[src/array_pkg.sv]
package array_pkg;

  // array geometry and run lengths
  localparam int array_dim = 4;
  localparam int num_classes = 3;
  localparam int feat_len = 64;
  localparam int drain_len = 3;
  localparam int shifter_depth = 16;
  localparam int word_steps = 8;

  // tensor memory layout
  localparam logic [31:0] w_base = 32'd0;
  localparam logic [31:0] b_base = 32'd64;

  // counter and fill level widths
  localparam int cnt_w = $clog2(feat_len + 1);
  localparam int level_w = $clog2(shifter_depth) + 1;

  typedef logic [7:0] byte_t;
  typedef byte_t [array_dim-1:0] lane_vec_t;
  typedef logic signed [31:0] acc_t;

  // a tensor memory word holds either four weight bytes or one bias
  typedef union packed {
    lane_vec_t weight;
    acc_t      bias;
  } tensor_word_u;

  // img[k] is the one-hot class of image k, class 0 in the top bit
  typedef struct packed {
    logic                                  valid;
    logic [18:0]                           pad;
    logic [array_dim-1:0][num_classes-1:0] img;
  } shape_t;

endpackage

[src/ctrl_pkg.sv]
package ctrl_pkg;

  // cpu register offsets
  localparam logic [31:0] addr_start = 32'h4;
  localparam logic [31:0] addr_pixel = 32'h8;

  // run states of the sequencer
  typedef enum logic [3:0] {
    idle,
    fill,
    stream,
    stall,
    drain,
    store,
    bias,
    classify,
    done
  } run_state_t;

  // one cpu request, lw high for a read
  typedef struct packed {
    logic        req;
    logic        lw;
    logic [31:0] addr;
    logic [31:0] wdata;
  } mmio_req_t;

  typedef struct packed {
    logic        ack;
    logic [31:0] rdata;
  } mmio_rsp_t;

  // per-cycle command from the sequencer to the data path
  typedef struct packed {
    logic       clear_all;
    logic       shift_step;
    logic       load_rows;
    logic       capture;
    logic       bias_en;
    logic [1:0] bias_idx;
    logic       classify;
  } seq_cmd_t;

endpackage

[src/class_store.sv]
`timescale 1ns/1ns

module class_store (
  input  logic                    clk,
  input  logic                    rst,
  input  array_pkg::acc_t [array_pkg::array_dim-1:0][array_pkg::array_dim-1:0] array_out,
  input  array_pkg::tensor_word_u rdata,
  input  ctrl_pkg::seq_cmd_t      cmd,
  output array_pkg::shape_t       shape
);
  import array_pkg::*;

  // score[k][c] is image k against class c
  acc_t [array_dim-1:0][num_classes-1:0] score;

  // signed argmax, strict compare keeps the lower class on a tie
  function automatic logic [num_classes-1:0] pick_class(acc_t [num_classes-1:0] s);
    int best;
    best = 0;
    for (int c = 1; c < num_classes; c++) begin
      if ($signed(s[c]) > $signed(s[best])) begin
        best = c;
      end
    end
    pick_class = '0;
    pick_class[num_classes - 1 - best] = 1'b1;
  endfunction

  always_ff @(posedge clk) begin
    if (cmd.clear_all) begin
      score <= '0;
    end else if (cmd.capture) begin
      // column k is image k and row c is class c
      for (int k = 0; k < array_dim; k++) begin
        for (int c = 0; c < num_classes; c++) begin
          score[k][c] <= array_out[k][c];
        end
      end
    end else if (cmd.bias_en) begin
      for (int k = 0; k < array_dim; k++) begin
        score[k][cmd.bias_idx] <= score[k][cmd.bias_idx] + rdata.bias;
      end
    end
  end

  always_ff @(posedge clk or posedge rst) begin
    if (rst) begin
      shape <= '0;
    end else if (cmd.clear_all) begin
      shape <= '0;
    end else if (cmd.classify) begin
      shape.valid <= 1'b1;
      for (int k = 0; k < array_dim; k++) begin
        shape.img[k] <= pick_class(score[k]);
      end
    end
  end

endmodule

[src/mmio_regs.sv]
`timescale 1ns/1ns

module mmio_regs (
  input  logic                 clk,
  input  logic                 rst,
  input  ctrl_pkg::mmio_req_t  mmio_in,
  input  logic                 credit_return,
  input  array_pkg::shape_t    shape,
  input  ctrl_pkg::run_state_t state,
  output ctrl_pkg::mmio_rsp_t  mmio_out,
  output logic                 start,
  output logic                 pixel_valid,
  output logic [31:0]          pixel_word
);
  import ctrl_pkg::*;
  import array_pkg::*;

  logic       wr;
  logic       rd;
  logic       take;
  logic       give;
  logic [1:0] credits;
  // credits handed out this run, capped at the word count
  logic [3:0] granted;

  assign wr = mmio_in.req && !mmio_in.lw;
  assign rd = mmio_in.req && mmio_in.lw;
  assign start = wr && (mmio_in.addr == addr_start) && (state == idle || state == done);
  assign pixel_valid = wr && (mmio_in.addr == addr_pixel);
  assign pixel_word = mmio_in.wdata;
  assign take = pixel_valid && (credits != '0);
  assign give = credit_return && (granted < 4'(feat_len / word_steps));

  always_ff @(posedge clk or posedge rst) begin
    if (rst) begin
      mmio_out <= '0;
    end else begin
      mmio_out.ack <= mmio_in.req;
      mmio_out.rdata <= '0;
      if (rd && mmio_in.addr == addr_start) begin
        mmio_out.rdata <= shape;
      end else if (rd && mmio_in.addr == addr_pixel) begin
        mmio_out.rdata <= 32'(credits);
      end
    end
  end

  // shifter starts empty so one credit per word of room
  always_ff @(posedge clk or posedge rst) begin
    if (rst) begin
      credits <= '0;
      granted <= '0;
    end else if (start) begin
      credits <= 2'(shifter_depth / word_steps);
      granted <= 4'(shifter_depth / word_steps);
    end else begin
      credits <= credits + 2'(give) - 2'(take);
      granted <= granted + 4'(give);
    end
  end

  a_credit_cap: assert property (@(posedge clk) disable iff (rst)
    credits <= 2'(shifter_depth / word_steps));

endmodule

[src/pixel_shifter.sv]
`timescale 1ns/1ns

module pixel_shifter (
  input  logic                 clk,
  input  logic                 rst,
  input  logic                 pixel_valid,
  input  logic [31:0]          pixel_word,
  input  ctrl_pkg::seq_cmd_t   cmd,
  output array_pkg::lane_vec_t col_input,
  output logic                 has_data,
  output logic                 credit_return
);
  import array_pkg::*;

  // entry 0 is the next step to leave
  lane_vec_t [shifter_depth-1:0] fifo;
  lane_vec_t [shifter_depth-1:0] fifo_nxt;
  logic [level_w-1:0]            level;
  logic [level_w-1:0]            level_nxt;
  logic [$clog2(word_steps)-1:0] pop_cnt;
  logic                          pop;
  logic                          accept;

  assign pop = cmd.shift_step && cmd.load_rows;
  assign accept = pixel_valid && (level <= level_w'(shifter_depth - word_steps));
  assign has_data = (level != '0);

  always_comb begin
    fifo_nxt = fifo;
    level_nxt = level;
    if (pop) begin
      fifo_nxt = {lane_vec_t'(0), fifo[shifter_depth-1:1]};
      level_nxt = level - 1'b1;
    end
    // bit j of byte b is image b at step j
    if (accept) begin
      for (int j = 0; j < word_steps; j++) begin
        for (int b = 0; b < array_dim; b++) begin
          fifo_nxt[level_nxt + j][b] = {7'b0, pixel_word[$bits(byte_t) * b + j]};
        end
      end
      level_nxt = level_nxt + level_w'(word_steps);
    end
  end

  always_ff @(posedge clk) begin
    fifo <= fifo_nxt;
  end

  always_ff @(posedge clk or posedge rst) begin
    if (rst) begin
      level <= '0;
      pop_cnt <= '0;
      col_input <= '0;
      credit_return <= 1'b0;
    end else if (cmd.clear_all) begin
      level <= '0;
      pop_cnt <= '0;
      col_input <= '0;
      credit_return <= 1'b0;
    end else begin
      level <= level_nxt;
      credit_return <= pop && (pop_cnt == ($clog2(word_steps))'(word_steps - 1));
      if (pop) begin
        pop_cnt <= pop_cnt + 1'b1;
      end
      // drain cycles feed zero columns
      if (cmd.shift_step) begin
        col_input <= pop ? fifo[0] : lane_vec_t'(0);
      end
    end
  end

  a_word_fits: assert property (@(posedge clk) disable iff (rst)
    pixel_valid |-> level <= level_w'(shifter_depth - word_steps));

endmodule

[src/step_counter.sv]
`timescale 1ns/1ns

module step_counter (
  input  logic                        clk,
  input  logic                        rst,
  input  logic                        inc,
  input  logic                        clr,
  output logic [array_pkg::cnt_w-1:0] count,
  output logic                        last_step,
  output logic                        drain_done
);
  import array_pkg::*;

  // shared by the step, drain and bias phases
  always_ff @(posedge clk or posedge rst) begin
    if (rst) begin
      count <= '0;
    end else if (clr) begin
      count <= '0;
    end else if (inc) begin
      count <= count + 1'b1;
    end
  end

  assign last_step = (count == cnt_w'(feat_len - 1));

  // one count past the last drain enable
  assign drain_done = (count == cnt_w'(drain_len));

endmodule

[src/tensor_controller.sv]
`timescale 1ns/1ns

module tensor_controller (
  input  logic                    clk,
  input  logic                    rst,
  input  ctrl_pkg::mmio_req_t     mmio_in,
  output ctrl_pkg::mmio_rsp_t     mmio_out,
  output logic                    ren,
  output logic [31:0]             raddr,
  input  array_pkg::tensor_word_u rdata,
  output logic                    clear,
  output logic                    en,
  output array_pkg::lane_vec_t    col_input,
  output array_pkg::lane_vec_t    row_input,
  input  array_pkg::acc_t [array_pkg::array_dim-1:0][array_pkg::array_dim-1:0] array_out
);
  import ctrl_pkg::*;
  import array_pkg::*;

  seq_cmd_t         cmd;
  run_state_t       state;
  shape_t           shape;
  logic             start;
  logic             pixel_valid;
  logic [31:0]      pixel_word;
  logic             credit_return;
  logic             has_data;
  logic             last_step;
  logic             drain_done;
  logic             cnt_inc;
  logic             cnt_clr;
  logic [cnt_w-1:0] count;

  mmio_regs u_regs (
    .clk(clk), .rst(rst), .mmio_in(mmio_in), .credit_return(credit_return),
    .shape(shape), .state(state), .mmio_out(mmio_out), .start(start),
    .pixel_valid(pixel_valid), .pixel_word(pixel_word)
  );

  tensor_sequencer u_seq (
    .clk(clk), .rst(rst), .start(start), .has_data(has_data),
    .last_step(last_step), .drain_done(drain_done), .count(count),
    .state(state), .cmd(cmd), .ren(ren), .raddr(raddr), .en(en),
    .clear(clear), .cnt_inc(cnt_inc), .cnt_clr(cnt_clr)
  );

  step_counter u_cnt (
    .clk(clk), .rst(rst), .inc(cnt_inc), .clr(cnt_clr),
    .count(count), .last_step(last_step), .drain_done(drain_done)
  );

  pixel_shifter u_pix (
    .clk(clk), .rst(rst), .pixel_valid(pixel_valid), .pixel_word(pixel_word),
    .cmd(cmd), .col_input(col_input), .has_data(has_data),
    .credit_return(credit_return)
  );

  weight_skewer u_skew (
    .clk(clk), .rst(rst), .rdata(rdata), .cmd(cmd), .row_input(row_input)
  );

  class_store u_class (
    .clk(clk), .rst(rst), .array_out(array_out), .rdata(rdata),
    .cmd(cmd), .shape(shape)
  );

endmodule

[src/tensor_sequencer.sv]
`timescale 1ns/1ns

module tensor_sequencer (
  input  logic                          clk,
  input  logic                          rst,
  input  logic                          start,
  input  logic                          has_data,
  input  logic                          last_step,
  input  logic                          drain_done,
  input  logic [array_pkg::cnt_w-1:0]   count,
  output ctrl_pkg::run_state_t          state,
  output ctrl_pkg::seq_cmd_t            cmd,
  output logic                          ren,
  output logic [31:0]                   raddr,
  output logic                          en,
  output logic                          clear,
  output logic                          cnt_inc,
  output logic                          cnt_clr
);
  import ctrl_pkg::*;
  import array_pkg::*;

  run_state_t state_nxt;

  // rdata always belongs to the address issued in the previous cycle
  always_comb begin
    state_nxt = state;
    cmd = '0;
    ren = 1'b0;
    raddr = '0;
    cnt_inc = 1'b0;
    cnt_clr = 1'b0;
    case (state)
      idle, done: begin
        if (start) begin
          cmd.clear_all = 1'b1;
          cnt_clr = 1'b1;
          state_nxt = fill;
        end
      end
      fill: begin
        ren = 1'b1;
        raddr = w_base + 32'(count);
        state_nxt = stream;
      end
      stream: begin
        if (has_data) begin
          cmd.shift_step = 1'b1;
          cmd.load_rows = 1'b1;
          if (last_step) begin
            cnt_clr = 1'b1;
            state_nxt = drain;
          end else begin
            cnt_inc = 1'b1;
            ren = 1'b1;
            raddr = w_base + 32'(count) + 32'd1;
          end
        end else begin
          // weight in rdata is dropped and read again on resume
          state_nxt = stall;
        end
      end
      stall: begin
        if (has_data) begin
          ren = 1'b1;
          raddr = w_base + 32'(count);
          state_nxt = stream;
        end
      end
      drain: begin
        // the extra count lets the last enable land before capture
        if (drain_done) begin
          cnt_clr = 1'b1;
          state_nxt = store;
        end else begin
          cmd.shift_step = 1'b1;
          cnt_inc = 1'b1;
        end
      end
      store: begin
        cmd.capture = 1'b1;
        ren = 1'b1;
        raddr = b_base + 32'(count);
        state_nxt = bias;
      end
      bias: begin
        cmd.bias_en = 1'b1;
        cmd.bias_idx = count[1:0];
        if (count == cnt_w'(num_classes - 1)) begin
          cnt_clr = 1'b1;
          state_nxt = classify;
        end else begin
          cnt_inc = 1'b1;
          ren = 1'b1;
          raddr = b_base + 32'(count) + 32'd1;
        end
      end
      classify: begin
        cmd.classify = 1'b1;
        state_nxt = done;
      end
      default: state_nxt = idle;
    endcase
  end

  // en and clear line up with the registered column and row outputs
  always_ff @(posedge clk or posedge rst) begin
    if (rst) begin
      state <= idle;
      en <= 1'b0;
      clear <= 1'b0;
    end else begin
      state <= state_nxt;
      en <= cmd.shift_step;
      clear <= cmd.clear_all;
    end
  end

  a_no_en_at_rest: assert property (@(posedge clk) disable iff (rst)
    (state == idle || state == done) |-> !en);

endmodule

[src/weight_skewer.sv]
`timescale 1ns/1ns

module weight_skewer (
  input  logic                    clk,
  input  logic                    rst,
  input  array_pkg::tensor_word_u rdata,
  input  ctrl_pkg::seq_cmd_t      cmd,
  output array_pkg::lane_vec_t    row_input
);
  import array_pkg::*;

  // line[i][d] holds lane i's byte d shifts after it entered
  lane_vec_t [array_dim-1:0] line;

  always_ff @(posedge clk or posedge rst) begin
    if (rst) begin
      line <= '0;
    end else if (cmd.clear_all) begin
      line <= '0;
    end else if (cmd.shift_step) begin
      for (int i = 0; i < array_dim; i++) begin
        line[i] <= {line[i][array_dim-2:0], cmd.load_rows ? rdata.weight[i] : 8'h00};
      end
    end
  end

  // lane i is tapped i stages deep so it trails lane 0 by i enables
  always_comb begin
    for (int i = 0; i < array_dim; i++) begin
      row_input[i] = line[i][i];
    end
  end

endmodule
[config.mk]
export PLATFORM = sky130hd
export DESIGN_NAME = tensor_controller
export DESIGN_NICKNAME = d
export VERILOG_FILES = /design/src/array_pkg.sv /design/src/ctrl_pkg.sv /design/src/class_store.sv /design/src/mmio_regs.sv /design/src/pixel_shifter.sv /design/src/step_counter.sv /design/src/tensor_controller.sv /design/src/tensor_sequencer.sv /design/src/weight_skewer.sv
export SDC_FILE = /design/constraint.sdc
export NUM_CORES = 2
export LEC_CHECK = 0
export ABC_AREA = 1
export BUFFER_PORTS_ARGS = -buffer_cell sky130_fd_sc_hd__buf_2
export CAP_MARGIN = 0
export CORE_ASPECT_RATIO = 0.7
export CORE_MARGIN = 4
export CORE_UTILIZATION = 25
export CTS_CLUSTER_SIZE = 30
export DETAILED_ROUTE_END_ITERATION = 10
export HOLD_SLACK_MARGIN = 0.15
export PLACE_DENSITY = 0.4
export SETUP_SLACK_MARGIN = 0.4
export SLEW_MARGIN = 20
export SYNTH_ARGS = -nofsm -noshare
export SYNTH_HDL_FRONTEND = slang
export SYNTH_HIERARCHICAL = 1
export SYNTH_SLANG_ARGS = --single-unit
[constraint.sdc]
create_clock -name clk -period 7.2 [get_ports clk]
set_input_delay 0.72 -clock clk [delete_from_list [all_inputs] [get_ports clk]]
set_output_delay 0.72 -clock clk [all_outputs]
set_load 0.005 [all_outputs]
==> out/summary.txt <==
Total GRT Usage: 0.231
Final Wtd Congestion: 0.946
Final Hold Violating Endpoints: 0
Required @ worst endpoint: 7.96 ns
Lkg Pwr: 40.3 nW
ANT nets after route: 0
Worst reg2reg endpoint: u_pix/fifo[207]
Pin slew with the least headroom to its limit: 1.28 ns
Pre-CTS setup slack: 1.58 ns
Die Wd: 646 µm
Yosys warns: 6
Commonest non-fill, non-tap cell in the layout: nand2_1
Routed vias/inst: 5.01
Most frequent cells in the layout: nand2_1, inv_1, dfxtp_1
I/O pin count: 744
Antenna violations before repair: 100
Sequential share of power: 0.416
Gate power share: 0.077
Final setup margin: 1.50 ns
Initial core utilization: 0.252
Power Dens Cells: 175 nW/µm²
Internal power component: 10.6 mW
Reg2reg start: u_pix/level[0]
Nets@finish: 12100
CP Max Fanout: 36
Die footprint: 294000 µm²
Clock slew at reported path FFs: 0.06 ns
Slew Limit Fails: 0
Final Critical Period: 5.70 ns
Worst skew pair latency: 0.83 ns
Share of cells above drive strength 1: 0.102
Vias post-DR: 75400
Yosys cell types: 67
Max_cap viols: 0
Synth top area share: 0.252
Switching share of power: 0.266
Startpoint types: register
Worst hold path class: in2reg
Post-CTS Setup Repair Bufs: 0
Synth area leader: dfxtp_1
Num CTS Buffers: 143
Pin count of the biggest net entering global routing: 218
Max VDD drop: 0.000135 V
First-pass GRT wire length: 504000 µm
Total wire length: 353000 µm
Setup TNS Final: 0 ns
TritonRoute pass-1 iters: 6
Post-DP HPWL: 261000 µm
Yosys reg bits: 1082
Final setup violation count: 0
Grt ovf: 0
Number of synthesized flops with an enable pin: 0
CTS max path bufs: 4
WL per Instance: 23.5 µm
Hold wc startpoint: array_out[37]
Clk_skew: 0.0555 ns
RSZ-0062 raised after global routing: no
Clock Tree Root: clkbuf_16
Synth Cell Area: 71200 µm²
Status: finished clean
Die H: 455 µm
DRT iter0 DRCs: 7337
Largest cells by area after synthesis: dfxtp_1, nand2_1, ha_1, dfrtp_1, o21ai_0
Residual DRC: 0
Register area share after synthesis: 0.317
Main synth FF type: dfxtp_1
WS Path Type: reg2reg
Area grow syn2layout: 16.0%
CP Launch Point: u_pix/level[0]
Switching power: 3.84 mW
FMAX: 0.175 GHz
Post-Syn Instances: 10800
Port bufs: 591
Worst reg2reg setup slack: 1.50 ns
Slew headroom: 0.142
Final Cycle Share: 0.792
Hold Crit Endpoint: u_class/score[37]
Worst R2R Path Depth: 17
Core area: 283000 µm²
Total power: 14.4 mW
Hold Path Depth: 3
Htree depth: 4
Clock power frac: 0.507
CP arrival: 6.46 ns
CTS tree: yes
Syn_area_per_cell: 6.60 µm²
Crit end category: register
Row cnt: 163
Ys async rst share: 0.172
Vias in the first global route: 70200
TritonCTS sink count: 1082
==> worst max path at each step <==
stage and endpoint:
3_3_place_gp u_pix/fifo[201], 3_5_place_dp u_pix/fifo[207], 2_1_floorplan u_pix/fifo[106], 5_1_grt u_pix/fifo[219]
4_1_cts u_pix/fifo[207], 6_report u_pix/fifo[207]
==> per-stage QoR <==
stage / area (µm²) / hold slack (ns) / instances / util
2_1_floorplan: 71400 / 0.425 / 10800 / -
3_3_place_gp: 76700 / 0.431 / 14700 / 0.271
3_5_place_dp: 76800 / 0.433 / 14700 / 0.272
4_1_cts: 82500 / 0.150 / 15000 / 0.292
5_1_grt: 82600 / 0.175 / 15000 / 0.292
6_report: 82600 / 0.221 / 15100 / 0.292
==> Yosys cell counts, types with 22 or more instances <==
library cell,instances
nand2_1,3357
inv_1,1088
dfxtp_1,896
o21ai_0,831
nor2_1,666
a21oi_1,601
nand3_1,587
ha_1,397
clkbuf_1,306
a31oi_1,203
dfrtp_1,186
o21ai_1,142
nor3_1,138
buf_4,135
nand4_1,122
buf_2,112
mux2i_1,107
o211ai_1,90
o221ai_1,72
xor2_1,59
a22o_1,58
nor2_2,57
o41ai_1,53
inv_2,50
o21a_1,45
buf_1,43
buf_6,37
and2_1,36
o22ai_1,36
nand3b_1,35
o21ai_2,28
a21o_1,24
nand2_2,23
clkinv_1,22
==> registers in the layout (all words and copies together), names as in the netlist, 5 cells and up <==
| name | count |
|---|---|
| u_class/shape | 13 |
| u_class/score | 384 |
| u_skew/line | 48 |
| u_cnt/count | 7 |
| u_skew/row_input | 32 |
| u_pix/col_input | 32 |
| u_pix/level | 5 |
| u_pix/fifo | 512 |
| u_regs/mmio_out | 33 |
==> final cells by class <==
class / count / area, µm²
sequential: 1082 / 22600
multi-input combinational: 7950 / 41200
antenna: 34 / 85.1
clock inverter: 41 / 457
fill: 31500 / 200000
inverter: 1160 / 4360
clock buffer: 201 / 4130
tap: 3795 / 4750
timing repair buffer: 796 / 5050
==> power groups by stage <==
stage / logic, mW / registers, mW / clock network (mW)
6_report: 1.11 / 6.01 / 7.31
5_1_grt: 1.18 / 6.00 / 7.78
4_1_cts: 1.09 / 6.00 / 7.58
3_5_place_dp: 1.03 / 6.13 / 0
3_3_place_gp: 1.03 / 6.13 / 0
2_1_floorplan: 0.489 / 6.13 / 0
==> critical path, cell delays in order, from the launching register on <==
cell and delay (ns):
dfrtp_1 0.41, inv_1 0.11, ha_1 0.24, nand3_1 0.33, nand3_1 0.29, inv_1 0.19
buf_4 0.41, nand3_1 0.23, nand2_4 0.19, inv_2 0.09, nand2_1 0.29, nor2_2 0.17
nand2_2 0.72, inv_2 0.48, nor3_1 0.32, nand4_1 0.17, o21ai_4 0.74, o21a_1 0.22
==> per-layer routing <==
metal	wire length, µm	share of wire	GRT usage
met5	65	0.00018	0
met4	12200	0.035	0.0761
met3	26100	0.074	0.0407
met2	143000	0.40	0.332
met1	172000	0.49	0.344
==> logic make-up after synthesis <==
logic type	Yosys count	share of synthesized area
compound gates	2223	0.181
xor+xnor	72	0.00922
fa+ha+maj	401	0.0709
buf+inv	1798	0.108
flops	1082	0.317
mux	107	0.0150
other cells	2	0.000105
simple gates	5104	0.299
==> timing repair <==
| action | CTS | global route |
|---|---|---|
| gates resized for setup | 0 | 0 |
| endpoints found under the hold margin | 140 | 0 |
| hold buffers | 115 | 0 |
Note: power is estimated with default switching activity, not from simulation.
